--- config.mk ---
export PLATFORM = sky130hd
export DESIGN_NAME = engine_cfg_regs
export DESIGN_NICKNAME = d
export VERILOG_FILES = /design/src/rdma_pkg.sv /design/src/engine_cfg_regs.sv
export SDC_FILE = /design/constraint.sdc
export NUM_CORES = 1
export LEC_CHECK = 0
export ABC_AREA = 1
export BUFFER_PORTS_ARGS = -buffer_cell sky130_fd_sc_hd__buf_2
export CAP_MARGIN = 20
export CORE_UTILIZATION = 29
export CTS_CLUSTER_DIAMETER = 200
export DETAILED_ROUTE_END_ITERATION = 8
export PLACE_DENSITY = 0.83
export SYNTH_ARGS = -nofsm -noshare
export SYNTH_HDL_FRONTEND = slang
export SYNTH_SLANG_ARGS = --single-unit
--- constraint.sdc ---
create_clock -name clk -period 1.7 [get_ports clk]
set_clock_uncertainty 0.05 [all_clocks]
set_input_delay 0.085 -clock clk [delete_from_list [all_inputs] [get_ports clk]]
set_output_delay 0.085 -clock clk [all_outputs]
set_load 0.1 [all_outputs]
--- src/rdma_pkg.sv ---
package rdma_pkg;

  // Packet path
  localparam int PKT_W              = 256;
  localparam int PKT_FIFO_DEPTH     = 16;
  localparam int PKT_FIFO_PROG_FULL = 12;

  // Completion queue table
  localparam int CQ_INDEX_W  = 24;
  localparam int CQ_SIZE_W   = 32;
  localparam int CQ_OFFSET_W = 24;
  localparam int CQ_NUM      = 16;
  localparam int CQ_SEL_W    = 4;
  localparam int CQE_SHIFT_W = 4;

  // Client order is also service priority with RTC first
  localparam int CLIENT_NUM = 3;
  typedef enum logic [1:0] {RTC = 2'd0, RRC = 2'd1, EE = 2'd2} client_e;

  // Configuration space
  localparam int CFG_ADDR_W = 2;
  localparam int CFG_W      = 32;
  localparam logic [CFG_ADDR_W-1:0]  CFG_ARB_MODE_ADDR  = 2'd0;
  localparam logic [CFG_ADDR_W-1:0]  CFG_CQE_SHIFT_ADDR = 2'd1;
  localparam logic [CQE_SHIFT_W-1:0] CQE_SHIFT_RESET    = 4'd5;
  localparam logic                   ARB_MODE_RESET     = 1'b0;

endpackage

--- src/engine_cfg_regs.sv ---
`timescale 1ns/100ps

module engine_cfg_regs (
  input  logic                             clk,
  input  logic                             i_rst_n,
  input  logic                             i_cfg_wr_en,
  input  logic [rdma_pkg::CFG_ADDR_W-1:0]  iv_cfg_addr,
  input  logic [rdma_pkg::CFG_W-1:0]       iv_cfg_wdata,
  output logic [rdma_pkg::CFG_W-1:0]       ov_cfg_rdata,
  output logic                             o_arb_strict,
  output logic [rdma_pkg::CQE_SHIFT_W-1:0] ov_cqe_shift
);

  always_ff @(posedge clk) begin
    if (!i_rst_n) begin
      o_arb_strict <= rdma_pkg::ARB_MODE_RESET;
      ov_cqe_shift <= rdma_pkg::CQE_SHIFT_RESET;
    end else if (i_cfg_wr_en) begin
      if (iv_cfg_addr == rdma_pkg::CFG_ARB_MODE_ADDR) begin
        o_arb_strict <= iv_cfg_wdata[0];
      end
      if (iv_cfg_addr == rdma_pkg::CFG_CQE_SHIFT_ADDR) begin
        ov_cqe_shift <= iv_cfg_wdata[rdma_pkg::CQE_SHIFT_W-1:0];
      end
    end
  end

  // Read mux returns zero for unmapped addresses
  always_comb begin
    ov_cfg_rdata = '0;
    case (iv_cfg_addr)
      rdma_pkg::CFG_ARB_MODE_ADDR: begin
        ov_cfg_rdata[0] = o_arb_strict;
      end
      rdma_pkg::CFG_CQE_SHIFT_ADDR: begin
        ov_cfg_rdata[rdma_pkg::CQE_SHIFT_W-1:0] = ov_cqe_shift;
      end
      default: begin
        ov_cfg_rdata = '0;
      end
    endcase
  end

endmodule

==> metrics.csv <==
metric,value,unit
status,finished clean,
cts_buffers,3,
endpoint_kind,output pin,
chipHeight,41.7,µm
p_per_area,1310,mW/mm²
r2r_slack,0.98,ns
switching_share,0.642,
synth_area,458,µm²
wire_per_inst,6.69,µm
finalHoldViolCount,0,
start_util,0.331,
clk_pin_slew,0.05,ns
synthToLayoutAreaGrowth,10.7,%
place_area,480,µm²
cpMaxStageDelayCell,buf_2,
max_freq,0.776,GHz
p_seq_frac,0.194,
seq_area,105,µm²
drtIter0Drc,5,
route.vias.total,375,
grt.overflow.total,0,
grt_use_met3,0.0261,
synth_area_per_cell,6.73,µm²
yosysWarningCount,0,
drive_above_1_share,0.364,
drt-vias-per-instance,3.64,
port_buffers,17,
synthCells,68,
drt_pass1_iterations,4,
pre_cts_ws,0.563,ns
drv_cap,0,
p_int,237,µW
h-tree-depth,1,
final-instance-count-excl-fill,103,
gr-usage-met2,0.159,
period_share,0.758,
fin_hold_ws,0.0149,ns
use_met1,0.0757,
drt-total-wl,689,µm
critical_path.max_stage_delay,0.42,ns
drc_errors,0,
ctsResizeCount,0,
place_congestion,0.653,
nNetsFinal,126,
antenna_found_initial,0,
grt_pass1_vias,305,
ys_types,11,
core_area,0.00138,mm²
setup_ws,0.412,ns
track_usage,0.0850,
crit_chain,"inv_1, nor2_4, buf_2",
combPwrFrac,0.594,
yosysSeqAreaShare,0.219,
postRouteAntennaNets,0,
worst-endpoint-arrival,1.15,ns
critPathBufInv,2,
pin_count,74,
min_path_type,in2reg,
hpwlAfterDp,612,µm
grt_max_degree,7,
antenna_cells,0,
power.share.clock,0.211,
power_switching,425,µW
ys_ff_latch,5,
numPlacedInstances,99,
cts_max_path_buffers,2,
n_fill_cell,146,
rows,13,
startpoint_type,flip-flop,
path_max_fanout,2,
cts.sinks,5,
rsz0062_at_grt,false,
finalSetupViolations,0,
slew_violations,0,
grt_pass1_wl,1140,µm
path_class,reg2out,
cts_root_buffer,clkbuf_4,
cts_tree,done,
ir_drop,427,µV
insertion_delay,0.24,ns
required,1.56,ns
p_leak,0.000317,µW
fin_crit,1.29,ns
fin_area,507,µm²
multi_input_area,245,µm²
cp_top_family,buffers and inverters,
post_cts_buffers,0,
hold_buffers,0,
die_area,0.00174,mm²
die_x,41.7,µm
busiest_layer,met2,
## kinds of logic after synthesis
logic type,Yosys count,share of synthesized area
AND/OR/NAND/NOR,26,0.246
other,1,0.00819
buffers and inverters,35,0.516
AO/OA/AOI/OAI,1,0.0109
flip-flops,5,0.219
## power groups by stage
stage | Combinational (µW) | Sequential, µW | Clock, µW
after floorplan | 372 | 175 | 0
after global placement | 391 | 130 | 0
after detailed placement | 392 | 131 | 0
after CTS | 392 | 129 | 144
after global routing | 404 | 129 | 152
final | 393 | 129 | 140
## cells in the mapped netlist, drive strengths merged
| cell | number | share of area |
|---|---|---|
| nand2 | 10 | 0.082 |
| dfxtp | 5 | 0.22 |
| conb | 1 | 0.0082 |
| inv | 7 | 0.057 |
| buf | 28 | 0.46 |
| nand3 | 6 | 0.076 |
| nor2 | 10 | 0.087 |
| a21oi | 1 | 0.011 |
## worst min-delay path, cell delays in order
cell,delay [ns]
buf_2,0.07
nor2_1,0.03
nor2_1,0.08
## sequential cells by signal (all words and copies together), names as in the netlist
register      cells
o_arb_strict      1
ov_cqe_shift      4
## layout make-up
type,count,area share
flip-flops and latches,5,0.207
well taps,15,0.0370
repair buffers,17,0.168
multi-input cells,55,0.484
clock buffers,4,0.0519
inverters,7,0.0519
## per-layer routing
metal  up-vias  part of all wire
met5         -                 0
met4         0                 0
met3         0             0.089
met2        22              0.57
met1       164              0.34
li1        189                 -
## placed cells by master (no fill, tap or decap)
cell type,n
dfxtp_1,1
inv_2,3
buf_2,17
inv_1,4
nor2_1,6
dfxtp_2,4
clkbuf_4,3
clkbuf_1,1
nor2_2,1
nor2_4,3
a21oi_1,1
conb_1,28
nand3_2,1
nand2_1,10
nand3_1,5
## metrics by stage
step	utilization	power (µW)	TNS, ns
floorplan	-	548	-0.115
global placement	0.348	522	0
detailed placement	0.348	523	0
CTS	0.367	665	0
global route	0.367	685	0
finish	0.367	661	0
## path summary, 6_finish.rpt
kind / from / end / depth (start not counted)
max: ov_cqe_shift[1] / ov_cfg_rdata[1] / 3
min: iv_cfg_wdata[3] / ov_cqe_shift[3] / 3
max reg2reg: ov_cqe_shift[1] / ov_cqe_shift[1] / 4
min reg2reg: ov_cqe_shift[2] / ov_cqe_shift[2] / 2
Note: power is estimated with default switching activity, not from simulation.
