[config.mk]
export PLATFORM = sky130hd
export DESIGN_NAME = pkt_fifo
export DESIGN_NICKNAME = d
export VERILOG_FILES = /design/src/pkt_fifo.sv
export SDC_FILE = /design/constraint.sdc
export NUM_CORES = 2
export LEC_CHECK = 0
export ABC_CLOCK_PERIOD_IN_PS = 28100
export BUFFER_PORTS_ARGS = -buffer_cell sky130_fd_sc_hd__buf_2
export CORE_MARGIN = 4
export CORE_UTILIZATION = 35
export DETAILED_ROUTE_END_ITERATION = 7
export PLACE_DENSITY = 0.56
export SLEW_MARGIN = 20
export SYNTH_ARGS = -nofsm -noshare
export SYNTH_HDL_FRONTEND = slang
export SYNTH_SLANG_ARGS = --single-unit
[constraint.sdc]
create_clock -name clk -period 28.1 [get_ports clk]
set_input_delay 4.215 -clock clk [delete_from_list [all_inputs] [get_ports clk]]
set_output_delay 4.215 -clock clk [all_outputs]
set_load 0.005 [all_outputs]
[src/pkt_fifo.sv]
`timescale 1ns/100ps

module pkt_fifo #(
  parameter int WIDTH     = 256,
  parameter int DEPTH     = 16,
  parameter int PROG_FULL = 12
) (
  input  logic             clk,
  input  logic             i_rst_n,
  input  logic             i_wr_en,
  input  logic [WIDTH-1:0] iv_din,
  input  logic             i_rd_en,
  output logic [WIDTH-1:0] ov_dout,
  output logic             o_empty,
  output logic             o_prog_full
);

  localparam int AW = (DEPTH > 1) ? $clog2(DEPTH) : 1;
  localparam int CW = $clog2(DEPTH + 1);

  logic [WIDTH-1:0] mem [DEPTH];
  logic [AW-1:0]    wr_ptr;
  logic [AW-1:0]    rd_ptr;
  logic [CW-1:0]    count;
  logic [CW-1:0]    count_nxt;
  logic             do_wr;
  logic             do_rd;

  // A write into a full FIFO is dropped
  assign do_wr = i_wr_en && (count != CW'(DEPTH));
  assign do_rd = i_rd_en && !o_empty;

  always_comb begin
    count_nxt = count;
    if (do_wr && !do_rd) begin
      count_nxt = count + 1'b1;
    end else if (do_rd && !do_wr) begin
      count_nxt = count - 1'b1;
    end
  end

  always_ff @(posedge clk) begin
    if (!i_rst_n) begin
      wr_ptr      <= '0;
      rd_ptr      <= '0;
      count       <= '0;
      o_prog_full <= 1'b0;
    end else begin
      if (do_wr) begin
        wr_ptr <= (wr_ptr == AW'(DEPTH - 1)) ? '0 : wr_ptr + 1'b1;
      end
      if (do_rd) begin
        rd_ptr <= (rd_ptr == AW'(DEPTH - 1)) ? '0 : rd_ptr + 1'b1;
      end
      count       <= count_nxt;
      o_prog_full <= (count_nxt >= PROG_FULL);
    end
  end

  always_ff @(posedge clk) begin
    if (do_wr) begin
      mem[wr_ptr] <= iv_din;
    end
  end

  // Head word shows ahead of the pop
  assign ov_dout = mem[rd_ptr];
  assign o_empty = (count == '0);

endmodule

==> impl_metrics.env <==
export IMPL_status="completed"
export IMPL_io_buffers=517
export IMPL_final_common_cell="edfxtp_1"
export IMPL_drv_slew=0
export IMPL_seqCellArea_um2=123000
export IMPL_yosysUniqueCellTypes=36
export IMPL_final_util_pct=40.5
export IMPL_rsz0062_at_grt="false"
export IMPL_cts_tree="built"
export IMPL_synth_avg_cell_area_um2=26.0
export IMPL_slew_limit_headroom_pct=23.9
export IMPL_postSynthCellCount=5947
export IMPL_drc_errors=0
export IMPL_grt_ovfl_total=0
export IMPL_antenna_found_initial=136
export IMPL_initial_core_util_pct=35.2
export IMPL_yosys_warnings=0
export IMPL_required_ps=23890
export IMPL_synth_edf_count=4096
export IMPL_grt_pass1_vias=72100
export IMPL_grt_busiest_layer="met2"
export IMPL_root_buffer="clkbuf_16"
export IMPL_design_core_area_um2=439000
export IMPL_die_y_um=673
export IMPL_p_per_area_nw_per_um2=80.3
export IMPL_fmax_ghz=0.0925
export IMPL_p_leak_nw=53.5
export IMPL_grt_use_met3_pct=3.05
export IMPL_synthArstFlopShare_pct=0
export IMPL_hpwl_um=198000
export IMPL_clock_latency_ps=970
export IMPL_area_growth_pct=15.1
export IMPL_htreeDepth=5
export IMPL_synth_compound_area_share_pct=0.496
export IMPL_cts_clk_slew_worst_paths_ps=60
export IMPL_ant_nets=0
export IMPL_critPathMaxFanout=151
export IMPL_use_met1_pct=22.1
export IMPL_multiInputGateArea_um2=29800
export IMPL_cts_num_sinks=4114
export IMPL_grt_use_total_pct=16.3
export IMPL_yosys_area_share_adder_pct=0.0566
export IMPL_cp_arrival_ps=6590
export IMPL_synth_xor_area_share_pct=0.0397
export IMPL_via_per_inst=5.27
export IMPL_routedWlPerCell_um=28.9
export IMPL_die_area_um2=452000
export IMPL_post_cts_setup_buffer_count=0
export IMPL_initialDrtViolationCount=6653
export IMPL_dp_slack_ps=18260
export IMPL_synth_mux_area_share_pct=18.2
export IMPL_cts_resized=0
export IMPL_gp_congestion=0.732
export IMPL_layout_drive_gt1_share_pct=35.2
export IMPL_met2_usage_pct=27.4
export IMPL_min_period_over_period_pct=38.5
export IMPL_grt_max_degree=152
export IMPL_final_net_count=7015
export IMPL_cap_violations=0
export IMPL_synth_top_family_by_area="multiplexers"
export IMPL_num_rows=243
export IMPL_criticalPathCategory="reg2out"
export IMPL_numCtsBuffers=423
export IMPL_syn_nets=6214
export IMPL_critPathCaptureType="primary output"
export IMPL_ir_drop_mv=0.0691
export IMPL_synth_seq_cells=4114
export IMPL_period_needed_ps=10810
export IMPL_finalWirelength_um=375000
export IMPL_fillers=38000
export IMPL_synthFlopType="edfxtp_1"
export IMPL_regToRegStartpoint="count[0]$_SDFF_PN0_"
export IMPL_finalSetupTns_ps=0
export IMPL_die_w_um=673
export IMPL_fin_skew_ps=59.9
export IMPL_hp_start="rd_ptr[3]$_SDFFE_PN0N_"
export IMPL_syn_area_um2=155000
export IMPL_synth_simple_area_share_pct=0.377
export IMPL_hold_class="reg2reg"
export IMPL_worst_slack_ps=17290
export IMPL_start_kind="register"
export IMPL_hold_buffers=0
export IMPL_final_cell_mix="4096 x edfxtp_1, 1230 x mux4_2, 517 x buf_2, 428 x clkbuf_16, 154 x buf_4"
export IMPL_ios=518
export IMPL_setup_viol=0
export IMPL_cts_buffer_depth=4
export IMPL_grt_pass1_wl_um=536000
export IMPL_worst_pin_slew_ps=1140
export IMPL_ys_seq_area_share_pct=79.8
export IMPL_first_pass_iters=8
export IMPL_hold_viol=0
export IMPL_num_vias=68500
## final timing paths
check	to	slack, ps	cells after the start
hold / removal	register	520	2
setup / recovery	ov_dout[214]	17290	9
hold reg to reg	register	520	2
setup reg to reg	mem[8][70]$_DFFE_PP_	22090	10
## cell usage after synthesis, types with 2 or more instances
cell type     n  area share (%)
buf_2       119            0.39
buf_6        24            0.17
a211oi_1     51            0.25
mux2i_1      51            0.33
nor4_1        4           0.016
clkbuf_1    140            0.34
nor2_1        5           0.012
inv_1         9           0.022
dfxtp_1      18            0.23
mux4_2     1230              18
o21ai_0       5           0.016
xor2_1        2           0.011
a21boi_0      4           0.019
a31o_1        2           0.011
buf_1        19           0.046
ha_1          7           0.057
buf_4         6           0.029
edfxtp_1   4096              80
a21oi_1      55            0.18
nor2b_1      52            0.21
and2_1       11           0.045
nand2_1      14           0.034
xnor2_1       5           0.028
nor3_1        6           0.019
## cell families (layout without fill, tap and decap cells)
| group | after synthesis | after routing |
|---|---|---|
| and+or+nand+nor | 100 | 100 |
| muxes | 1281 | 1281 |
| adders and majority gates | 7 | 7 |
| buffers and inverters | 317 | 1467 |
| other | 0 | 16 |
| DFF | 4114 | 4114 |
| AOI/OAI and AO/OA | 121 | 121 |
| xor gates and xnor gates | 7 | 7 |
## sequential cells by signal, summed over array words and instances (netlist names), named ones only
name and count:
count 5, mem 4096, wr_ptr 4, rd_ptr 4, o_prog_full 1
## layer usage
| layer | vias up | part of all wire, % |
|---|---|---|
| met5 | - | 0.089 |
| met4 | 54 | 2.4 |
| met3 | 653 | 6.2 |
| met2 | 2160 | 50 |
| met1 | 37800 | 41 |
| li1 | 27800 | - |
## cell type report
class                      count  share of cell area, %
timing repair buffer         684                   2.25
clock buffer                 532                   6.24
antenna                       16                 0.0225
clock inverter               242                   1.26
multi-input combinational   1516                   16.7
sequential                  4114                   69.3
inverter                       9                 0.0190
tap                         5880                   4.13
## report_power, final
group	switching [mW]	total [mW]	internal, mW
Combinational	1.00	2.05	1.05
Sequential	0.0321	6.86	6.83
Clock	2.33	5.38	3.05
Total	3.36	14.3	10.9
## worst max-delay path: stages (launching register included)
cell and delay [ps]:
dfxtp_4 620, buf_4 620, buf_12 700, buf_4 760, buf_12 540, buf_4 840, mux4_2 350, mux2i_1 80
a21oi_1 400, buf_2 200
## through the flow
| stage | instances | power (mW) | instance area [µm²] | hold WS [ps] |
|---|---|---|---|---|
| final | 13000 | 14.3 | 178000 | 523 |
| after CTS | 13000 | 14.5 | 178000 | 527 |
| after global routing | 13000 | 14.9 | 178000 | 568 |
| after floorplan | 5947 | 8.51 | 155000 | 484 |
| after global placement | 12200 | 9.08 | 165000 | 502 |
| after detailed placement | 12200 | 9.11 | 165000 | 514 |
(Power assumes the default switching activity.)
