$ cat src/rdma_pkg.sv
package rdma_pkg;

  // Packet path
  localparam int PKT_W              = 256;
  localparam int PKT_FIFO_DEPTH     = 16;
  localparam int PKT_FIFO_PROG_FULL = 12;

  // Completion queue table
  localparam int CQ_INDEX_W  = 24;
  localparam int CQ_SIZE_W   = 32;
  localparam int CQ_OFFSET_W = 24;
  localparam int CQ_NUM      = 16;
  localparam int CQ_SEL_W    = 4;
  localparam int CQE_SHIFT_W = 4;

  // Client order is also service priority with RTC first
  localparam int CLIENT_NUM = 3;
  typedef enum logic [1:0] {RTC = 2'd0, RRC = 2'd1, EE = 2'd2} client_e;

  // Configuration space
  localparam int CFG_ADDR_W = 2;
  localparam int CFG_W      = 32;
  localparam logic [CFG_ADDR_W-1:0]  CFG_ARB_MODE_ADDR  = 2'd0;
  localparam logic [CFG_ADDR_W-1:0]  CFG_CQE_SHIFT_ADDR = 2'd1;
  localparam logic [CQE_SHIFT_W-1:0] CQE_SHIFT_RESET    = 4'd5;
  localparam logic                   ARB_MODE_RESET     = 1'b0;

endpackage

$ cat src/egress_arbiter.sv
`timescale 1ns/100ps

module egress_arbiter (
  input  logic                       clk,
  input  logic                       i_rst_n,

  input  logic                       i_req_empty,
  output logic                       o_req_rd_en,
  input  logic [rdma_pkg::PKT_W-1:0] iv_req_data,

  input  logic                       i_resp_empty,
  output logic                       o_resp_rd_en,
  input  logic [rdma_pkg::PKT_W-1:0] iv_resp_data,

  input  logic                       i_arb_strict,

  input  logic                       i_outbound_pkt_prog_full,
  output logic                       o_outbound_pkt_wr_en,
  output logic [rdma_pkg::PKT_W-1:0] ov_outbound_pkt_data
);

  logic req_pend;
  logic resp_pend;
  logic pop;
  logic grant_resp;
  logic last_resp;

  assign req_pend  = !i_req_empty;
  assign resp_pend = !i_resp_empty;

  // No new pop while the link reports programmable-full
  assign pop = !i_outbound_pkt_prog_full && (req_pend || resp_pend);

  // Pick a stream when both hold words
  always_comb begin
    if (!req_pend) begin
      grant_resp = 1'b1;
    end else if (!resp_pend) begin
      grant_resp = 1'b0;
    end else if (i_arb_strict) begin
      grant_resp = 1'b1;
    end else begin
      // Round robin flips from the previous grant
      grant_resp = !last_resp;
    end
  end

  assign o_resp_rd_en = pop && grant_resp;
  assign o_req_rd_en  = pop && !grant_resp;

  always_ff @(posedge clk) begin
    if (!i_rst_n) begin
      o_outbound_pkt_wr_en <= 1'b0;
      last_resp            <= 1'b0;
    end else begin
      o_outbound_pkt_wr_en <= pop;
      if (pop) begin
        last_resp <= grant_resp;
      end
    end
  end

  // Output stage holds the popped word for one cycle
  always_ff @(posedge clk) begin
    if (pop) begin
      ov_outbound_pkt_data <= grant_resp ? iv_resp_data : iv_req_data;
    end
  end

endmodule

$ cat config.mk
export PLATFORM = sky130hd
export DESIGN_NAME = egress_arbiter
export DESIGN_NICKNAME = d
export VERILOG_FILES = /design/src/rdma_pkg.sv /design/src/egress_arbiter.sv
export SDC_FILE = /design/constraint.sdc
export NUM_CORES = 1
export LEC_CHECK = 0
export BUFFER_PORTS_ARGS = -buffer_cell sky130_fd_sc_hd__buf_4
export CAP_MARGIN = 15
export CELL_PAD_IN_SITES_DETAIL_PLACEMENT = 0
export CELL_PAD_IN_SITES_GLOBAL_PLACEMENT = 1
export CORE_AREA = 2 2 298 300
export CTS_CLUSTER_DIAMETER = 60
export DETAILED_ROUTE_END_ITERATION = 8
export DIE_AREA = 0 0 300 302
export PLACE_DENSITY = 0.39
export SLEW_MARGIN = 20
export SYNTH_ARGS = -nofsm -noshare
export SYNTH_HDL_FRONTEND = slang
export SYNTH_SLANG_ARGS = --single-unit
$ cat constraint.sdc
create_clock -name clk -period 26.3 [get_ports clk]
set_input_delay 3.945 -clock clk [delete_from_list [all_inputs] [get_ports clk]]
set_output_delay 3.945 -clock clk [all_outputs]
set_load 0.02 [all_outputs]
==> results of run 1 <==
[logic make-up (layout without fill, tap and decap cells)]
group,Yosys count,in the layout,share of synthesized area
flip-flops,258,258,0.637
AND/OR/NAND/NOR,4,4,0.00247
other,0,4,0
multiplexers,256,256,0.312
buffers and inverters,29,865,0.0447
AO/OA/AOI/OAI,6,6,0.00423
[worst max-delay path by stage]
stage / startpoint / endpoint / slack, ps / cells past startpoint
2_1_floorplan: i_outbound_pkt_prog_full / o_outbound_pkt_wr_en / 9070 / 2
3_3_place_gp: i_arb_strict / o_req_rd_en / 17680 / 4
3_5_place_dp: i_arb_strict / o_req_rd_en / 17700 / 4
4_1_cts: i_arb_strict / o_req_rd_en / 17700 / 4
5_1_grt: i_arb_strict / o_req_rd_en / 17680 / 4
6_report: i_arb_strict / o_req_rd_en / 17710 / 4
[cell usage in the layout, fill, tap and decap left out, drive strengths merged]
master and instances:
bufinv 5, and2 2, clkbuf 52, a21oi 2, a211oi 1, o21ai 1
o21a 1, clkinvlp 5, edfxtp 256, a21bo 1, mux2 256, nand2b 1
nor2 1, clkinv 17, inv 2, diode 4, dfxtp 2, buf 784
[power groups by stage]
| stage | combinational (uW) | clock [uW] | sequential, uW |
|---|---|---|---|
| floorplan | 81.8 | 0 | 549 |
| global placement | 229 | 0 | 506 |
| detailed placement | 230 | 0 | 506 |
| CTS | 230 | 620 | 498 |
| global route | 238 | 632 | 500 |
| finish | 225 | 593 | 497 |
[per-layer routing]
metal | wire, um | vias up
met3 | 4390 | 70
met4 | 1410 | 0
li1 | - | 3811
met5 | 0 | -
met2 | 27500 | 382
met1 | 17200 | 3955
[layout make-up]
class	instances	share of cell area
Multi-Input combinational cell	266	0.190
Clock buffer	52	0.0584
Clock inverter	28	0.0138
Timing Repair Buffer	784	0.288
Antenna cell	4	0.000489
Sequential cell	258	0.378
Inverter	1	0.000184
Tap cell	1165	0.0713
[stage by stage]
step                      cells  total power [uW]  hold slack [ps]
after floorplan             553               630              643
after detailed placement   2474               736              674
final                      2558              1320              689
after global routing       2558              1370              702
after CTS                  2554              1350              691
after global placement     2474               734              680
[registers in the layout (all words and copies together), names as in the netlist]
register and cells:
o_outbound_pkt_wr_en 1, last_resp 1, ov_outbound_pkt_data 256
[critical path: cells and delay by family]
| kind | cells | cell delay, ps |
|---|---|---|
| simple gates | 1 | 160 |
| buf+inv | 2 | 290 |
| compound gates | 1 | 240 |
==> flow_metrics.py, run 1 <==
metrics = {
    "outcome": {
        "status": "complete, no violations",
    },
    "final_layout": {
        "area_growth_pct": 68.5,
        "layout-drive-gt1-share": 0.802,
        "final_util": 0.234,
        "regArea_um2": 7730,
        "multiInputGateArea_um2": 3880,
        "final_area_um2": 20500,
        "fillers": 9340,
        "nNetsFinal": 1874,
    },
    "sta": {
        "finalHoldViolCount": 0,
        "setup_viol": 0,
        "slew_headroom": 0.263,
        "final.period_utilization": 0.326,
        "rsz0062_at_grt": "false",
        "slew_viol_final": 0,
        "finalCriticalPeriod_ps": 8590,
        "setup_tns_ps": 0,
        "fmax_ghz": 0.116,
        "worst_pin_slew_ps": 1110,
        "fin_ws_ps": 17710,
        "fin_skew_ps": 12.3,
    },
    "placed_design": {
        "dpl_worst_slack_ps": 17700,
        "place_area_um2": 19000,
        "io_buffers": 776,
        "gp_congestion": 0.794,
        "dp_hpwl_mm": 39.7,
    },
    "die": {
        "initial_core_util": 0.139,
        "ios": 777,
        "dieArea_um2": 90600,
        "num_rows": 109,
        "die_w_um": 300,
        "core_area_um2": 87600,
        "die_h_um": 302,
    },
    "synth": {
        "netlist_instances": 553,
        "synth_most_common_cell": "edfxtp_1",
        "synth_top_area_share": 0.633,
        "ys_top_cells_by_count": "edfxtp_1, mux2_4, buf_12",
        "synth_largest_area_cell": "edfxtp_1",
        "ys_top_cells_by_area": "edfxtp_1, mux2_4, buf_12",
        "syn_nets": 1071,
        "syn-cell-area_um2": 12100,
        "yosysWarnings": 0,
        "synth_ff_type": "edfxtp_1",
        "async_flop_share": 0,
        "ys_seq_elements": 258,
        "synth_area_per_cell_um2": 21.9,
        "synth-edff-count": 256,
        "ys_seq_area_frac": 0.637,
        "ys_types": 17,
    },
    "setup_path": {
        "reg2reg_from": "last_resp",
        "path_cells": "buf_4, nand2b_4, a211oi_1, buf_4",
        "cp-start-kind": "input port",
        "r2r_slack_ps": 22440,
        "cpMostUsedCell": "buf_4",
        "cpMaxStageDelayCell": "a211oi_1",
        "critPathArrivalTime_ps": 4640,
        "worstSetupPathType": "in -> out",
        "cpPeakStageDelay_ps": 240,
        "end_kind": "output port",
        "cp.required_ps": 22350,
        "r2r-end": "ov_outbound_pkt_data[96]",
        "crit_fanout": 4,
        "worst_r2r_path_depth": 6,
    },
    "clock_network": {
        "cts_resized": 0,
        "post-cts-setup-buffers": 0,
        "tritoncts": "done",
        "insertion_delay_ps": 590,
        "postCtsHoldBufs": 0,
        "cts_root_buffer": "clkbuf_16",
        "numCtsBuffers": 45,
        "cts.sinks": 258,
        "h-tree-depth": 2,
        "cts_buffer_depth": 3,
        "path_clk_slew_ps": 50,
    },
    "grt": {
        "grt_use_met3": 0.0405,
        "overflow": 0,
        "grt_usage": 0.105,
        "antenna_found_initial": 5,
        "met2_usage": 0.193,
        "grt.busiest_layer": "met2",
        "met1_usage": 0.105,
        "grt_pass1_vias": 8860,
        "grt_pass1_wl_mm": 67.2,
        "grt_max_degree": 114,
    },
    "pwr": {
        "power_frac_comb": 0.171,
        "p_int_uw": 991,
        "p_per_area_nw_per_um2": 64.3,
        "p_leak_uw": 0.00887,
        "pwr-share-seq": 0.378,
        "p_clk_frac": 0.451,
        "switching_power_uw": 324,
        "switching_share": 0.246,
        "ir_drop_v": 0.0000387,
    },
    "hold_path": {
        "hold_depth": 3,
        "min_path_type": "reg -> reg",
        "min_to": "last_resp",
        "hp-start": "last_resp",
    },
    "run": {
        "drv_cap": 0,
    },
    "routing": {
        "avgViaCountPerCell": 3.21,
        "wirelength_mm": 50.5,
        "wire_per_inst_um": 19.8,
        "num_vias": 8218,
        "first_iter_violations": 309,
        "dr.pass1.iters": 4,
        "drc_errors": 0,
        "antenna_left": 0,
    },
}
No activity file was read; power rests on OpenSTA's default activity.
==> inputs of run 2 (changes only) <==
--- a/config.mk
+++ b/config.mk
@@ -9,11 +9,11 @@
 export CAP_MARGIN = 15
 export CELL_PAD_IN_SITES_DETAIL_PLACEMENT = 0
 export CELL_PAD_IN_SITES_GLOBAL_PLACEMENT = 1
-export CORE_AREA = 2 2 298 300
+export CORE_AREA = 2 2 299 301
 export CTS_CLUSTER_DIAMETER = 60
 export DETAILED_ROUTE_END_ITERATION = 8
-export DIE_AREA = 0 0 300 302
-export PLACE_DENSITY = 0.39
+export DIE_AREA = 0 0 301 303
+export PLACE_DENSITY = 0.4
 export SLEW_MARGIN = 20
 export SYNTH_ARGS = -nofsm -noshare
 export SYNTH_HDL_FRONTEND = slang
==> constraint.sdc (replaced) <==
create_clock -name clk -period 7.1 [get_ports clk]
set_input_delay 1.065 -clock clk [delete_from_list [all_inputs] [get_ports clk]]
set_output_delay 1.065 -clock clk [all_outputs]
set_load 0.02 [all_outputs]
==> flow_metrics.py, run 2 (synthesis results as in run 1) <==
metrics = {
    "setup_path": {
        "end_kind": "register",
        "worstSetupPathType": "in -> reg",
        "critPathArrivalTime_ps": 3140,
        "cpMaxStageDelayCell": "buf_12",
        "cp-start-kind": "input port",
        "crit_fanout": 103,
        "crit_family": "buffers and inverters",
        "cp.required_ps": 7400,
        "cpPeakStageDelay_ps": 530,
        "cp.buffers_inverters": 3,
        "cpMostUsedCell": "buf_4",
        "path_cells": "buf_4, nand2b_4, a21oi_4, buf_4, buf_12, mux2_4",
    },
    "sta": {
        "finalHoldViolCount": 0,
        "rsz0062_at_grt": "false",
        "fin_skew_ps": 20.0,
        "final.period_utilization": 0.399,
        "slew_headroom": 0.316,
        "finalCriticalPeriod_ps": 2830,
        "setup_tns_ps": 0,
        "slew_viol_final": 0,
        "fin_ws_ps": 4270,
        "setup_viol": 0,
        "fmax_ghz": 0.353,
        "worst_pin_slew_ps": 1030,
    },
    "clock_network": {
        "cts.sinks": 258,
        "post-cts-setup-buffers": 0,
        "tritoncts": "done",
        "numCtsBuffers": 44,
        "path_clk_slew_ps": 50,
        "cts_buffer_depth": 3,
        "insertion_delay_ps": 560,
        "h-tree-depth": 2,
        "cts_root_buffer": "clkbuf_16",
        "cts_resized": 0,
        "postCtsHoldBufs": 0,
    },
    "final_layout": {
        "layout-drive-gt1-share": 0.803,
        "largest_reg_flops": 256,
        "area_growth_pct": 69.0,
        "largestRegisters": "ov_outbound_pkt_data (256), last_resp (1), o_outbound_pkt_wr_en (1)",
        "regMostFlops": "ov_outbound_pkt_data",
        "final_common_cell": "buf_4",
        "final_cell_mix": "buf_4, edfxtp_1, mux2_4",
        "final_area_um2": 20500,
        "fillers": 9354,
        "nNetsFinal": 1871,
    },
    "placed_design": {
        "place_area_um2": 19000,
        "gp_congestion": 0.776,
        "dpl_worst_slack_ps": 3690,
        "io_buffers": 776,
        "dp_hpwl_mm": 39.4,
    },
    "grt": {
        "overflow": 0,
        "grt_max_degree": 136,
        "grt_pass1_wl_mm": 65.6,
        "antenna_found_initial": 3,
        "grt_usage": 0.101,
        "grt_pass1_vias": 8724,
    },
    "outcome": {
        "status": "complete, no violations",
    },
    "routing": {
        "drc_errors": 0,
        "wire_per_inst_um": 19.6,
        "num_vias": 8164,
        "first_iter_violations": 282,
        "dr.pass1.iters": 4,
        "avgViaCountPerCell": 3.20,
        "wirelength_mm": 50.0,
        "antenna_left": 0,
    },
    "die": {
        "ios": 777,
        "die_h_um": 303,
        "dieArea_um2": 91200,
        "initial_core_util": 0.138,
        "num_rows": 109,
        "die_w_um": 301,
        "core_area_um2": 88000,
    },
    "run": {
        "drv_cap": 0,
    },
    "pwr": {
        "ir_drop_v": 0.000122,
        "p_leak_uw": 0.00889,
        "p_per_area_nw_per_um2": 241,
    },
    "hold_path": {
        "min_path_type": "reg -> reg",
    },
}
==> run 2: layout make-up <==
| class | instances | area, um^2 | area share |
|---|---|---|---|
| tap | 1165 | 1460 | 0.0711 |
| sequential | 258 | 7730 | 0.377 |
| inverter | 1 | 3.75 | 0.000183 |
| clock inverter | 28 | 348 | 0.0170 |
| antenna | 2 | 5.00 | 0.000244 |
| clock buffer | 50 | 1170 | 0.0569 |
| timing repair buffer | 782 | 5920 | 0.289 |
| multi-input combinational | 266 | 3880 | 0.189 |
==> run 2: through the flow <==
stage / std cells / hold slack [ps] / total power, uW / utilization
4_1_cts: 2550 / 661 / 5060 / 0.233
5_1_grt: 2552 / 682 / 5130 / 0.233
3_3_place_gp: 2472 / 672 / 2720 / 0.216
2_1_floorplan: 553 / 643 / 2310 / -
3_5_place_dp: 2472 / 675 / 2720 / 0.216
6_report: 2552 / 686 / 4940 / 0.233
==> run 2: worst paths after layout <==
| path | start | endpoint | slack (ps) | depth (start not counted) |
|---|---|---|---|---|
| worst max-delay path | i_arb_strict | ov_outbound_pkt_data[179] | 4270 | 6 |
| worst min-delay path | last_resp | last_resp | 690 | 3 |
| worst max register to register | last_resp | ov_outbound_pkt_data[179] | 4580 | 5 |
| worst min register to register | last_resp | last_resp | 690 | 3 |
==> run 2: worst reg2reg max path: cells and delay by family, from the launching register on <==
| family | cells | cell delay (ps) |
|---|---|---|
| DFF | 1 | 370 |
| AOI/OAI and AO/OA | 1 | 240 |
| buffers and inverters | 2 | 930 |
| muxes | 1 | 640 |
| and+or+nand+nor | 1 | 90 |
==> run 2: layer usage <==
metal	global-route usage	share of wire	vias to the layer above	wire length, um
met5	0	0.00018	-	9
met4	0.0360	0.028	2	1380
met3	0.0410	0.090	77	4510
met2	0.186	0.54	375	26800
met1	0.103	0.35	3907	17300
li1	-	-	3803	-
==> run 2: where the power goes <==
part / internal [uW] / leakage [uW] / switching (uW)
clock network: 1430 / 0.000737 / 828
registers: 1810 / 0.00247 / 32.2
logic: 481 / 0.00568 / 352
total: 3720 / 0.00889 / 1210
