$ cat config.mk
export PLATFORM = sky130hd
export DESIGN_NAME = cq_offset_mgr_flat
export DESIGN_NICKNAME = d
export VERILOG_FILES = /design/src/rdma_pkg.sv /design/src/cq_req_if.sv /design/src/cq_offset_mgr.sv /design/src/flat_wrapper.sv
export SDC_FILE = /design/constraint.sdc
export NUM_CORES = 1
export LEC_CHECK = 0
export BUFFER_PORTS_ARGS = -buffer_cell sky130_fd_sc_hd__buf_2
export CAP_MARGIN = 30
export CORE_MARGIN = 4
export CORE_UTILIZATION = 53
export DETAILED_ROUTE_END_ITERATION = 12
export PLACE_DENSITY = 0.73
export SLEW_MARGIN = 15
export SYNTH_ARGS = -nofsm -noshare
export SYNTH_HDL_FRONTEND = slang
export SYNTH_SLANG_ARGS = --single-unit
$ cat constraint.sdc
create_clock -name clk -period 8.5 [get_ports clk]
set_input_delay 0.85 -clock clk [delete_from_list [all_inputs] [get_ports clk]]
set_output_delay 0.85 -clock clk [all_outputs]
set_load 0.02 [all_outputs]
$ cat src/rdma_pkg.sv
package rdma_pkg;

  // Packet path
  localparam int PKT_W              = 256;
  localparam int PKT_FIFO_DEPTH     = 16;
  localparam int PKT_FIFO_PROG_FULL = 12;

  // Completion queue table
  localparam int CQ_INDEX_W  = 24;
  localparam int CQ_SIZE_W   = 32;
  localparam int CQ_OFFSET_W = 24;
  localparam int CQ_NUM      = 16;
  localparam int CQ_SEL_W    = 4;
  localparam int CQE_SHIFT_W = 4;

  // Client order is also service priority with RTC first
  localparam int CLIENT_NUM = 3;
  typedef enum logic [1:0] {RTC = 2'd0, RRC = 2'd1, EE = 2'd2} client_e;

  // Configuration space
  localparam int CFG_ADDR_W = 2;
  localparam int CFG_W      = 32;
  localparam logic [CFG_ADDR_W-1:0]  CFG_ARB_MODE_ADDR  = 2'd0;
  localparam logic [CFG_ADDR_W-1:0]  CFG_CQE_SHIFT_ADDR = 2'd1;
  localparam logic [CQE_SHIFT_W-1:0] CQE_SHIFT_RESET    = 4'd5;
  localparam logic                   ARB_MODE_RESET     = 1'b0;

endpackage

$ cat src/cq_req_if.sv
`timescale 1ns/100ps

interface cq_req_if;

  // One-cycle request pulse with its queue fields
  logic                             req_valid;
  logic [rdma_pkg::CQ_INDEX_W-1:0]  cq_index;
  logic [rdma_pkg::CQ_SIZE_W-1:0]   cq_size;

  // One-cycle response pulse with the entry offset
  logic                             resp_valid;
  logic [rdma_pkg::CQ_OFFSET_W-1:0] cq_offset;

  modport client (
    output req_valid, cq_index, cq_size,
    input  resp_valid, cq_offset
  );

  modport mgr (
    input  req_valid, cq_index, cq_size,
    output resp_valid, cq_offset
  );

endinterface

$ cat src/cq_offset_mgr.sv
`timescale 1ns/100ps

module cq_offset_mgr (
  input  logic                             clk,
  input  logic                             i_rst_n,
  input  logic [rdma_pkg::CQE_SHIFT_W-1:0] iv_cqe_shift,
  cq_req_if.mgr                            rtc,
  cq_req_if.mgr                            rrc,
  cq_req_if.mgr                            ee,
  output logic                             o_init_finish
);

  localparam int CN = rdma_pkg::CLIENT_NUM;
  localparam int SW = rdma_pkg::CQ_SEL_W;
  localparam int ZW = rdma_pkg::CQ_SIZE_W;
  localparam int OW = rdma_pkg::CQ_OFFSET_W;

  // Producer pointer per queue that the init sweep clears
  logic [OW-1:0]     ptr_table [rdma_pkg::CQ_NUM];
  logic [SW-1:0]     init_cnt;

  logic [CN-1:0]     req_valid;
  logic [SW-1:0]     req_sel  [CN];
  logic [ZW-1:0]     req_size [CN];

  logic [CN-1:0]     pend;
  logic [SW-1:0]     pend_sel  [CN];
  logic [ZW-1:0]     pend_size [CN];

  rdma_pkg::client_e grant;
  logic              serve;
  logic [OW-1:0]     cur_ptr;
  logic [ZW-1:0]     step;
  logic [ZW-1:0]     adv_ptr;
  logic [OW-1:0]     next_ptr;

  logic [CN-1:0]     resp_valid_q;
  logic [OW-1:0]     resp_offset_q;

  assign req_valid = {ee.req_valid, rrc.req_valid, rtc.req_valid};
  assign req_sel[rdma_pkg::RTC]  = rtc.cq_index[SW-1:0];
  assign req_sel[rdma_pkg::RRC]  = rrc.cq_index[SW-1:0];
  assign req_sel[rdma_pkg::EE]   = ee.cq_index[SW-1:0];
  assign req_size[rdma_pkg::RTC] = rtc.cq_size;
  assign req_size[rdma_pkg::RRC] = rrc.cq_size;
  assign req_size[rdma_pkg::EE]  = ee.cq_size;

  // Lowest client number wins
  always_comb begin
    grant = rdma_pkg::RTC;
    for (int c = CN - 1; c >= 0; c--) begin
      if (pend[c]) begin
        grant = rdma_pkg::client_e'(c);
      end
    end
  end

  assign serve    = |pend;
  assign cur_ptr  = ptr_table[pend_sel[grant]];
  assign step     = {{(ZW - 1){1'b0}}, 1'b1} << iv_cqe_shift;
  assign adv_ptr  = {{(ZW - OW){1'b0}}, cur_ptr} + step;
  // Wrap once the next entry would fall past the queue end
  assign next_ptr = (adv_ptr >= pend_size[grant]) ? '0 : adv_ptr[OW-1:0];

  always_ff @(posedge clk) begin
    if (!i_rst_n) begin
      init_cnt      <= '0;
      o_init_finish <= 1'b0;
      pend          <= '0;
      resp_valid_q  <= '0;
    end else begin
      if (!o_init_finish) begin
        init_cnt <= init_cnt + 1'b1;
        if (init_cnt == SW'(rdma_pkg::CQ_NUM - 1)) begin
          o_init_finish <= 1'b1;
        end
      end
      resp_valid_q <= '0;
      if (serve) begin
        pend[grant]         <= 1'b0;
        resp_valid_q[grant] <= 1'b1;
      end
      for (int c = 0; c < CN; c++) begin
        if (req_valid[c] && o_init_finish) begin
          pend[c] <= 1'b1;
        end
      end
    end
  end

  // Pointer table, captured request fields and returned offset
  always_ff @(posedge clk) begin
    if (!o_init_finish) begin
      ptr_table[init_cnt] <= '0;
    end else if (serve) begin
      ptr_table[pend_sel[grant]] <= next_ptr;
    end
    if (serve) begin
      resp_offset_q <= cur_ptr;
    end
    for (int c = 0; c < CN; c++) begin
      if (req_valid[c]) begin
        pend_sel[c]  <= req_sel[c];
        pend_size[c] <= req_size[c];
      end
    end
  end

  assign rtc.resp_valid = resp_valid_q[rdma_pkg::RTC];
  assign rrc.resp_valid = resp_valid_q[rdma_pkg::RRC];
  assign ee.resp_valid  = resp_valid_q[rdma_pkg::EE];
  assign rtc.cq_offset  = resp_offset_q;
  assign rrc.cq_offset  = resp_offset_q;
  assign ee.cq_offset   = resp_offset_q;

endmodule

$ cat src/flat_wrapper.sv
// flat-port wrapper written by rule: the top's interface ports become plain ports
module cq_offset_mgr_flat 
  (clk, i_rst_n, iv_cqe_shift, o_init_finish, rtc_req_valid, rtc_cq_index, rtc_cq_size, rtc_resp_valid, rtc_cq_offset, rrc_req_valid, rrc_cq_index, rrc_cq_size, rrc_resp_valid, rrc_cq_offset, ee_req_valid, ee_cq_index, ee_cq_size, ee_resp_valid, ee_cq_offset);
  cq_req_if rtc_i ();
  cq_req_if rrc_i ();
  cq_req_if ee_i ();
  input  logic clk;
  input  logic i_rst_n;
  input  logic [rdma_pkg::CQE_SHIFT_W-1:0] iv_cqe_shift;
  output logic o_init_finish;
  input wire logic [$bits(rtc_i.req_valid)-1:0] rtc_req_valid;
  input wire logic [$bits(rtc_i.cq_index)-1:0] rtc_cq_index;
  input wire logic [$bits(rtc_i.cq_size)-1:0] rtc_cq_size;
  output wire logic [$bits(rtc_i.resp_valid)-1:0] rtc_resp_valid;
  output wire logic [$bits(rtc_i.cq_offset)-1:0] rtc_cq_offset;
  input wire logic [$bits(rrc_i.req_valid)-1:0] rrc_req_valid;
  input wire logic [$bits(rrc_i.cq_index)-1:0] rrc_cq_index;
  input wire logic [$bits(rrc_i.cq_size)-1:0] rrc_cq_size;
  output wire logic [$bits(rrc_i.resp_valid)-1:0] rrc_resp_valid;
  output wire logic [$bits(rrc_i.cq_offset)-1:0] rrc_cq_offset;
  input wire logic [$bits(ee_i.req_valid)-1:0] ee_req_valid;
  input wire logic [$bits(ee_i.cq_index)-1:0] ee_cq_index;
  input wire logic [$bits(ee_i.cq_size)-1:0] ee_cq_size;
  output wire logic [$bits(ee_i.resp_valid)-1:0] ee_resp_valid;
  output wire logic [$bits(ee_i.cq_offset)-1:0] ee_cq_offset;
  assign rtc_i.req_valid = rtc_req_valid;
  assign rtc_i.cq_index = rtc_cq_index;
  assign rtc_i.cq_size = rtc_cq_size;
  assign rtc_resp_valid = rtc_i.resp_valid;
  assign rtc_cq_offset = rtc_i.cq_offset;
  assign rrc_i.req_valid = rrc_req_valid;
  assign rrc_i.cq_index = rrc_cq_index;
  assign rrc_i.cq_size = rrc_cq_size;
  assign rrc_resp_valid = rrc_i.resp_valid;
  assign rrc_cq_offset = rrc_i.cq_offset;
  assign ee_i.req_valid = ee_req_valid;
  assign ee_i.cq_index = ee_cq_index;
  assign ee_i.cq_size = ee_cq_size;
  assign ee_resp_valid = ee_i.resp_valid;
  assign ee_cq_offset = ee_i.cq_offset;
  cq_offset_mgr u_core (.clk(clk), .i_rst_n(i_rst_n), .iv_cqe_shift(iv_cqe_shift), .rtc(rtc_i), .rrc(rrc_i), .ee(ee_i), .o_init_finish(o_init_finish));
endmodule
==> impl_results.md, run 1 <==
- Status: finished, final reports clean
- Ys flop type: edfxtp_1
- Sw Share: 0.219
- CP Capture Type: flip-flop
- Main combinational cell family by area after synthesis: multiplexers
- Compound-Gate Fraction of Synth Area: 0.0534
- CTS Hold Bufs: 0
- GRT Total Usage: 0.223
- Final ANT Viol Nets: 0
- # clock sinks: about 530
- Nets@finish: 1688
- Slowest CP cell: nor2_2
- PostCTS Resize Cnt: 0
- Cells after Synth: 1277
- Overall Power: ~0.0056 W
- DIE AREA: around 45000 um^2
- FFs w/ async S/R, synth: 0
- Ys Warns: 0
- Drt wl/cell: around 25 um
- Post-synth top cells: 516 x edfxtp_1, 113 x nand2_1, 74 x mux4_2
- TritonCTS Buffers: 50
- Via count: 12400
- Worst setup margin: 0.371 ns
- Share of power burned in registers: 0.527
- CP most frequent cell: a21o_1
- Die Y: 212 um
- Pre-CTS setup slack: 0.566 ns
- Clock power frac: 0.384
- GP Congestion: 0.875
- Reg clk slew, reported paths: 0.06 ns
- GRT overflow: 0
- Leading post-synthesis cells by cell area: edfxtp_1 70%, mux4_2 7.6%, ha_1 2.4%
- Flop2flop setup slack: 0.37 ns
- R2R Path Start: u_core.pend[1]
- Mapped cell area: between 20000 and 25000 um^2
- CTS tree: done
- Synthesized area per cell: 17.3 um^2
- Critical path arrival: 8.42 ns
- Relative slew slack: 0.337
- Final instance area: 25200 um^2
- R2R Path End: u_core.ptr_table[0][5]
- Hold_sp: rrc_cq_size[30]
- Global-route wire length before repair: 75.0 mm
- Lkg Pwr: 9.15 nW
- Simple-gate share of the synthesized area: 0.0642
- H-tree depth: 2
- Worst-margin pin slew: 0.993 ns
- Internal power: approximately 0.0044 W
- Post-synthesis register bit count: 527
- TritonRoute pass-1 iters: 5
- Area of the multi-input gates: 5750 um^2
- Non-Filler Instances: 2041
- Setup Fix Bufs, Post-CTS: 0
- Top achievable clock speed: between 0.1 and 0.15 GHz
- Setup TNS Final: 0 ns
- Adder-cell share of the synthesized area: 0.0247
- Chip Width: roughly 210 um
- Port Buf Inserts: 192
- Via density: ~6.1
- Top Family by Delay on Critical Path: compound AO/OA/AOI/OAI gates
- Min-Delay Endpoint: u_core.pend_size[1][30]
- Cell row count: 74
- PD cells: 222 nW/um^2
- Core area: 41000 um^2
- Net Count, Synth: 1497
- Synth area leader: edfxtp_1
- # fillers: ~2900
- Synth top area share: 0.703
- WL final: 51.6 mm
- Clock skew: 0.00839 ns
- Crit Path Class: flip-flop to flip-flop
- Sequential area share after synthesis: 0.713
- Crit-path max FO: 16
- Worst reg2reg path depth: 26
- Drt drc: 0
- Io pins: 253
- Post-synthesis mux area share: 0.104
- Distinct cells, synth: 72
- Post-DP HPWL: 32.7 mm
- Initial antenna violation count: 0
- Worst skew pair latency: roughly 0.56 ns
- Clock root buffer: clkbuf_16
- Max Cap Violations: 0
- Clock tree buffer depth: 3
- Critical path required time: 8.79 ns
- Number of buffers and inverters on the critical path: 3
- Fin. max-slew vios: 0
- Net load switching power: 0.00123 W
- DRT iter0 DRCs: around 1100
- FF/Latch Area: 15700 um^2
- Initial Utilization: 0.537
- Synthesis-to-layout area growth: 14.1%
- Cell Count Post-Placement: 1945
- Post-Synth XOR/XNOR Area: 0.00914
- Worst min path class: input port to flip-flop
- Final hold vios: 0
- Largest net degree at the start of global routing: 54
- # setup viols final: 0
- Most frequent cell after synthesis: edfxtp_1
- Vias in the first global route: 12300
- Post-synth EDFFs: 516
- Peak VDD IR: 0.000213 V
- Combinational power share: 0.089
- Min-Delay Path Depth: 1
- Crit-path max cell delay: 0.67 ns
- Crit start category: flip-flop
- Area after DPL: 23500 um^2
- Min Tclk post-route: 8.13 ns
- Fraction of layout instances using a drive strength above 1: 0.280
- Final worst path period share: 0.956
cells by family after synthesis:
group	Yosys count
mux	110
compound gates	178
xor+xnor	23
fa+ha+maj	43
buf+inv	114
flops	527
simple gates	282
worst max-delay path by stage:
| stage | from | endpoint | slack [ns] | depth (start not counted) |
|---|---|---|---|---|
| final | u_core.pend[1] | u_core.ptr_table[0][5] | 0.37 | 26 |
| after global routing | u_core.pend[1] | u_core.ptr_table[8][15] | -0.0008 | 27 |
| after CTS | u_core.pend[1] | u_core.ptr_table[4][5] | 0.55 | 26 |
| after detailed placement | u_core.pend[1] | u_core.ptr_table[5][5] | 0.57 | 26 |
| after global placement | u_core.pend[1] | u_core.ptr_table[6][22] | 0.51 | 25 |
| after floorplan | u_core.pend[1] | u_core.ptr_table[0][22] | 1.61 | 32 |
layer usage:
metal	track usage	up-vias	share of wire
met5	0	-	0
met4	0.0525	0	0.023
met3	0.0370	83	0.092
met2	0.375	634	0.50
met1	0.311	6317	0.39
li1	-	5390	-
registers in the layout, indices dropped and copies added, names as in the netlist:
signal,flops
u_core.ptr_table,384
u_core.pend_size,96
u_core.o_init_finish,1
u_core.resp_valid_q,3
u_core.pend_sel,12
u_core.ee.cq_offset,24
u_core.pend,3
u_core.init_cnt,4
power by group through the flow:
stage	clock [W]	sequential, W	combinational, W
detailed placement	0	0.00300	0.000488
finish	0.00215	0.00295	0.000497
CTS	0.00217	0.00294	0.000494
floorplan	0	0.00299	0.000311
global placement	0	0.00299	0.000477
global route	0.00229	0.00295	0.000538
metrics by stage:
step | utilization | hold WS (ns)
floorplan | - | 0.519
global placement | 0.572 | 0.575
detailed placement | 0.574 | 0.586
CTS | 0.612 | 0.445
global route | 0.613 | 0.444
finish | 0.613 | 0.461
cell usage in the layout (no fill, tap or decap), types with 8 or more instances in the layout:
master / instances
a211oi_1: 17
a21o_1: 14
a21oi_1: 71
a31oi_1: 24
and2_1: 43
buf_2: 192
buf_4: 42
clkbuf_1: 15
clkbuf_16: 53
clkinv_1: 12
dfxtp_1: 11
edfxtp_1: 516
ha_1: 42
inv_1: 11
mux2i_1: 19
mux4_1: 16
mux4_2: 74
nand2_1: 113
nand2b_1: 8
nor2_1: 27
nor2_2: 17
nor2b_1: 10
nor3_1: 17
o21ai_0: 14
xnor2_1: 19
area by class of cell:
type / count / area share
sequential: 527 / 0.625
multi-input combinational: 638 / 0.229
clock buffer: 70 / 0.0560
timing repair buffer: 240 / 0.0556
tap: 532 / 0.0265
clock inverter: 22 / 0.00706
inverter: 11 / 0.00164
antenna: 1 / 0.0000995
(Power assumes the default switching activity.)
==> run 2, diff against run 1 <==
CORE_UTILIZATION = 25   (was 53)
GPL_TIMING_DRIVEN = 0   (was not set)
PLACE_DENSITY = 0.41   (was 0.73)
==> impl_results.md, run 2 (synthesis gave the netlist of run 1 again) <==
- Max Cap Violations: 0 (unchanged)
- Cell row count: 108 (was 74)
- Clock power frac: 0.399 (was 0.384)
- Via density: 4.51 (was 6.09)
- Fin. max-slew vios: 0 (unchanged)
- Worst reg2reg path depth: 31 (was 26)
- Reg with most FFs: u_core.ptr_table (unchanged)
- Share of power burned in registers: 0.507 (was 0.527)
- CTS tree: done (unchanged)
- Core area: 87200 um^2 (was 41000 um^2)
- Lkg Pwr: 9.66 nW (was 9.15 nW)
- Worst skew pair latency: 0.60 ns (was 0.56 ns)
- Critical path arrival: 8.27 ns (was 8.42 ns)
- Top achievable clock speed: 0.125 GHz (was 0.123 GHz)
- Nets@finish: 1773 (was 1688)
- Chip Width: 305 um (was 212 um)
- Final hold vios: 0 (unchanged)
- Peak VDD IR: 0.000142 V (was 0.000213 V)
- Global-route wire length before repair: 91.1 mm (was 75.0 mm)
- Internal power: 0.00443 W (was 0.00437 W)
- Final worst path period share: 0.942 (was 0.956)
- Fraction of layout instances using a drive strength above 1: 0.325 (was 0.280)
- R2R Path Start: u_core.pend[1] (unchanged)
- CP most frequent cell: a21oi_1 (was a21o_1)
- Worst-margin pin slew: 0.988 ns (was 0.993 ns)
- Commonest non-fill, non-tap cells in the layout: 516 x edfxtp_1, 201 x buf_2, 113 x nand2_1 (was 516 x edfxtp_1, 192 x buf_2, 113 x nand2_1)
- Via count: 12400 (about the same)
- Combinational power share: 0.093 (was 0.089)
- Largest register FFs: 384 (unchanged)
- Worst Setup SP: u_core.pend[1] (unchanged)
- PD cells: 215 nW/um^2 (was 222 nW/um^2)
- RSZ-0062 raised after global routing: no
- Crit-path max FO: 16 (unchanged)
- GRT Total Usage: 0.133 (was 0.223)
- GP Congestion: 0.741 (was 0.875)
- Initial antenna violation count: 8 (was 0)
- Clock root buffer: clkbuf_16 (unchanged)
- Worst min path class: input port to flip-flop (unchanged)
- Slowest CP cell: o21ai_0 (was nor2_2)
- Crit Path Class: flip-flop to flip-flop (unchanged)
- Post-DP HPWL: 44.0 mm (was 32.7 mm)
- H-tree depth: 2 (unchanged)
- Crit-path max cell delay: 0.47 ns (was 0.67 ns)
- Most common cell after layout, fill and taps aside: edfxtp_1 (unchanged)
- Status: finished, final reports clean (unchanged)
- Area after DPL: 25100 um^2 (was 23500 um^2)
- Drt drc: 0 (unchanged)
- Net load switching power: 0.00137 W (was 0.00123 W)
- Initial Utilization: 0.253 (was 0.537)
- Sw Share: 0.236 (was 0.219)
- Drt wl/cell: 22.9 um (was 25.3 um)
- Relative slew slack: 0.338 (was 0.337)
- Flop2flop setup slack: 0.49 ns (was 0.37 ns)
- TritonCTS Buffers: 56 (was 50)
- Critical path required time: 8.76 ns (was 8.79 ns)
- Min Tclk post-route: 8.01 ns (was 8.13 ns)
- # setup viols final: 0 (unchanged)
- Final instance area: 27000 um^2 (was 25200 um^2)
- R2R Path End: u_core.ptr_table[0][6] (was u_core.ptr_table[0][5])
- # fillers: 8645 (was 2902)
- Port Buf Inserts: 192 (unchanged)
- DRT iter0 DRCs: 866 (was 1102)
- DIE AREA: 93000 um^2 (was 44900 um^2)
- Worst Setup EP: u_core.ptr_table[0][6] (was u_core.ptr_table[0][5])
- Clock skew: 0.0289 ns (was 0.00839 ns)
- Crit start category: flip-flop (unchanged)
- Vias in the first global route: 13000 (was 12300)
- Reg clk slew, reported paths: 0.06 ns (about the same)
- Die Y: 305 um (was 212 um)
- GRT overflow: 0 (unchanged)
- # clock sinks: 527 (unchanged)
- Largest net degree at the start of global routing: 38 (was 54)
- Clock tree buffer depth: 3 (unchanged)
- Core Util, Final: 0.310 (was 0.613)
- TritonRoute pass-1 iters: 5 (unchanged)
- WL final: 63.1 mm (was 51.6 mm)
- CP Capture Type: flip-flop (unchanged)
- Final ANT Viol Nets: 0 (unchanged)
- Synthesis-to-layout area growth: 22.4% (was 14.1%)
- Io pins: 253 (unchanged)
[run 2: cell count changes in the layout (fill, tap and decap cells not counted), sizes merged]
cell	delta
clkbuf	+27
bufinv	-1
clkinv	+12
a221o	-1
buf	+51
inv	+3
nor2	-1
clkdlybuf4s15	+1
[run 2: what timing repair did]
item                                    CTS  global route
gates resized for setup                  37            20
endpoints found under the setup margin  384           376
setup buffers                             0             0
gates cloned                              0             0
hold endpoints to repair                  0             0
hold buffers                              0             0
[run 2: through the flow]
stage               cells  TNS, ns  power [W]  hold slack (ns)  worst slack [ns]
finish               2755        0    0.00579            0.420             0.490
global route         2755        0    0.00603            0.381           0.00595
CTS                  2751        0    0.00588            0.372            0.0408
detailed placement   2648  -343.19    0.00354            0.589             -1.07
global placement     2624  -345.24    0.00352            0.590             -1.42
floorplan            1277        0    0.00330            0.519              1.61
[run 2: worst max-delay path: cells and delay by family, from the launching register on]
kind	cells	cell delay, ns
DFF	1	0.34
adders and majority gates	3	0.99
AOI/OAI and AO/OA	12	2.61
and+or+nand+nor	8	1.76
xor gates and xnor gates	1	0.13
buffers and inverters	7	1.80
[run 2: worst min-delay path by stage]
| stage | to | slack (ns) | depth (start not counted) | startpoint |
|---|---|---|---|---|
| 2_1_floorplan | u_core.pend[2] | 0.52 | 2 | u_core.pend[2] |
| 3_3_place_gp | u_core.init_cnt[1] | 0.59 | 2 | u_core.init_cnt[1] |
| 3_5_place_dp | u_core.pend[2] | 0.59 | 2 | u_core.pend[2] |
| 4_1_cts | u_core.pend_sel[2][2] | 0.37 | 1 | ee_cq_index[2] |
| 5_1_grt | u_core.pend_size[2][20] | 0.38 | 1 | ee_cq_size[20] |
| 6_report | u_core.pend_size[2][18] | 0.42 | 1 | ee_cq_size[18] |
[run 2: power groups by stage]
stage	Combinational, W	Sequential [W]	Clock [W]
6_report	0.000540	0.00294	0.00231
5_1_grt	0.000592	0.00295	0.00249
4_1_cts	0.000548	0.00294	0.00239
3_5_place_dp	0.000542	0.00300	0
3_3_place_gp	0.000518	0.00300	0
2_1_floorplan	0.000311	0.00299	0
[run 2: routing by layer]
metal | vias up | track usage | part of all wire
li1 | 5580 | - | -
met1 | 6482 | 0.183 | 0.45
met2 | 306 | 0.223 | 0.49
met3 | 68 | 0.0223 | 0.047
met4 | 0 | 0.0280 | 0.015
met5 | - | 0 | 0
[run 2: cell type report]
class                      count  area, um^2  share of cell area
sequential                   527       15700               0.582
tap                         1155        1450              0.0535
clock inverter                36         246             0.00913
antenna                        1        2.50           0.0000927
buffer                       102         701              0.0260
multi-input combinational    636        5830               0.216
inverter                      11        41.3             0.00153
clock buffer                  68        1470              0.0544
timing repair buffer         219        1550              0.0574
==> run 3, diff against run 2 <==
--- a/config.mk
+++ b/config.mk
@@ -12,5 +12,5 @@
 export DETAILED_ROUTE_END_ITERATION = 12
 export GPL_TIMING_DRIVEN = 0
-export PLACE_DENSITY = 0.41
+export PLACE_DENSITY = 0.4
 export SLEW_MARGIN = 15
 export SYNTH_ARGS = -nofsm -noshare
==> constraint.sdc (replaced) <==
create_clock -name clk -period 8.5 [get_ports clk]
set_input_delay 0.85 -clock clk [delete_from_list [all_inputs] [get_ports clk]]
set_output_delay 0.85 -clock clk [all_outputs]
set_load 0.005 [all_outputs]
==> impl_results.md, run 3 (synthesis gave the netlist of run 1 again) <==
- Fraction of layout instances using a drive strength above 1: 0.327 (was 0.325)
- Clock tree buffer depth: 3 (unchanged)
- Largest net degree at the start of global routing: 38 (unchanged)
- Nets@finish: 1777 (was 1773)
- Relative slew slack: 0.358 (was 0.338)
- Number of buffers and inverters on the critical path: 6 (was 7)
- Crit-path max FO: 16 (unchanged)
- Status: finished, final reports clean (unchanged)
- # setup viols final: 0 (unchanged)
- Clock skew: 0.0252 ns (was 0.0289 ns)
- WL final: 63.3 mm (was 63.1 mm)
- DIE AREA: 93000 um^2 (unchanged)
- Crit start category: flip-flop (unchanged)
- Hold Slack: 0.406 ns (was 0.420 ns)
- Commonest non-fill, non-tap cells in the layout: 516 x edfxtp_1, 202 x buf_2, 113 x nand2_1 (was 516 x edfxtp_1, 201 x buf_2, 113 x nand2_1)
- Min Tclk post-route: 8.06 ns (was 8.01 ns)
- Top Family by Delay on Critical Path: compound AO/OA/AOI/OAI gates (unchanged)
- TritonCTS Buffers: 57 (was 56)
- CTS tree: done (unchanged)
- Cell row count: 108 (unchanged)
- TritonRoute pass-1 iters: 5 (unchanged)
- Pre-CTS setup slack: -1.03 ns (was -1.07 ns)
- Ant diodes: 0 (was 1)
- PD cells: 221 nW/um^2 (was 215 nW/um^2)
- Worst skew pair latency: 0.62 ns (was 0.60 ns)
- Critical path required time: 8.82 ns (was 8.76 ns)
- Fin. max-slew vios: 0 (unchanged)
- Final hold vios: 0 (unchanged)
- Port Buf Inserts: 192 (unchanged)
- DRT iter0 DRCs: 903 (was 866)
- Lkg Pwr: 9.73 nW (was 9.66 nW)
- Synthesis-to-layout area growth: 23.2% (was 22.4%)
- Reg with most FFs: u_core.ptr_table (unchanged)
- H-tree depth: 2 (unchanged)
- Final ANT Viol Nets: 0 (unchanged)
- Chip Width: 305 um (unchanged)
- Core Util, Final: 0.312 (was 0.310)
- Slowest CP cell: clkbuf_1 (was o21ai_0)
- Max Cap Violations: 0 (unchanged)
- CP Capture Type: flip-flop (unchanged)
- # clock sinks: 527 (unchanged)
- Via count: 12400 (about the same)
- CTS Hold Bufs: 0 (unchanged)
- Via density: 4.50 (was 4.51)
- Peak VDD IR: 0.000155 V (was 0.000142 V)
- Initial Utilization: 0.253 (unchanged)
- Crit Path Class: flip-flop to flip-flop (unchanged)
- Die Y: 305 um (unchanged)
- GP Congestion: 0.763 (was 0.741)
- Critical path arrival: 8.37 ns (was 8.27 ns)
- Worst setup margin: 0.445 ns (was 0.490 ns)
- GRT overflow: 0 (unchanged)
- Global-route wire length before repair: 90.4 mm (was 91.1 mm)
- Clock root buffer: clkbuf_16 (unchanged)
- Initial antenna violation count: 3 (was 8)
- Io pins: 253 (unchanged)
- Worst min path class: input port to flip-flop (unchanged)
- Post-DP HPWL: 44.1 mm (was 44.0 mm)
- Vias in the first global route: 13000 (about the same)
- Largest register FFs: 384 (unchanged)
- Crit-path max cell delay: 0.62 ns (was 0.47 ns)
- Core area: 87200 um^2 (unchanged)
- Top achievable clock speed: 0.124 GHz (was 0.125 GHz)
- Drt wl/cell: 23.0 um (was 22.9 um)
- Final worst path period share: 0.948 (was 0.942)
- Worst-margin pin slew: 0.958 ns (was 0.988 ns)
- Drt drc: 0 (unchanged)
- GRT Total Usage: 0.133 (about the same)
- Overall Power: 0.00600 W (was 0.00579 W)
- Reg clk slew, reported paths: 0.07 ns (was 0.06 ns)
- Most common cell after layout, fill and taps aside: edfxtp_1 (unchanged)
==> run 3: cell type report <==
class | count | area (um^2)
Clock inverter | 37 | 409
Inverter | 11 | 41.3
Fill cell | 8640 | 60000
Multi-Input combinational cell | 636 | 5850
Clock buffer | 66 | 1460
Tap cell | 1155 | 1450
Timing Repair Buffer | 222 | 1540
Sequential cell | 527 | 15700
Buffer | 102 | 698
==> run 3: report_power, final <==
group	leakage [nW]	total [W]	internal, W	switching [W]
logic	3.70	0.000539	0.000216	0.000323
registers	5.12	0.00294	0.00292	0.0000205
clock network	0.913	0.00252	0.00147	0.00105
total	9.73	0.00600	0.00461	0.00139
==> run 3: path summary, 6_finish.rpt <==
check	from	end	slack, ns	cells past startpoint
min reg2reg	u_core.pend[2]	u_core.pend[2]	0.60	2
min	ee_cq_size[16]	u_core.pend_size[2][16]	0.41	1
max reg2reg	u_core.pend[1]	u_core.ptr_table[12][12]	0.44	26
max	u_core.pend[1]	u_core.ptr_table[12][12]	0.44	26
==> run 3: worst reg2reg max path: cells and delay by family, from the launching register on <==
family,cells,cell delay (ns)
AND/OR/NAND/NOR,8,2.04
XOR/XNOR,1,0.13
buffers and inverters,6,2.06
flip-flops,1,0.33
AO/OA/AOI/OAI,9,2.34
adder cells (fa/ha/maj),2,0.84
==> run 3: metrics by stage <==
step	cells	area, um^2	setup TNS, ns
after floorplan	1277	22000	0
after global placement	2624	24500	-398.17
after detailed placement	2648	25100	-332.07
after CTS	2750	27000	0
after global routing	2756	27200	-0.0115
final	2756	27200	0
==> run 3: layer usage <==
| metal | vias up | share of wire | global-route usage |
|---|---|---|---|
| met5 | - | 0 | 0 |
| met3 | 71 | 0.043 | 0.0233 |
| met4 | 0 | 0.014 | 0.0256 |
| li1 | 5596 | - | - |
| met1 | 6463 | 0.44 | 0.177 |
| met2 | 283 | 0.50 | 0.228 |
==> run 3: timing repair <==
action | CTS | global route
hold endpoints to repair | 0 | 0
pin swaps | 0 | 1
setup endpoints to repair | 384 | 384
resized for setup | 28 | 27
buffers inserted | 0 | 1
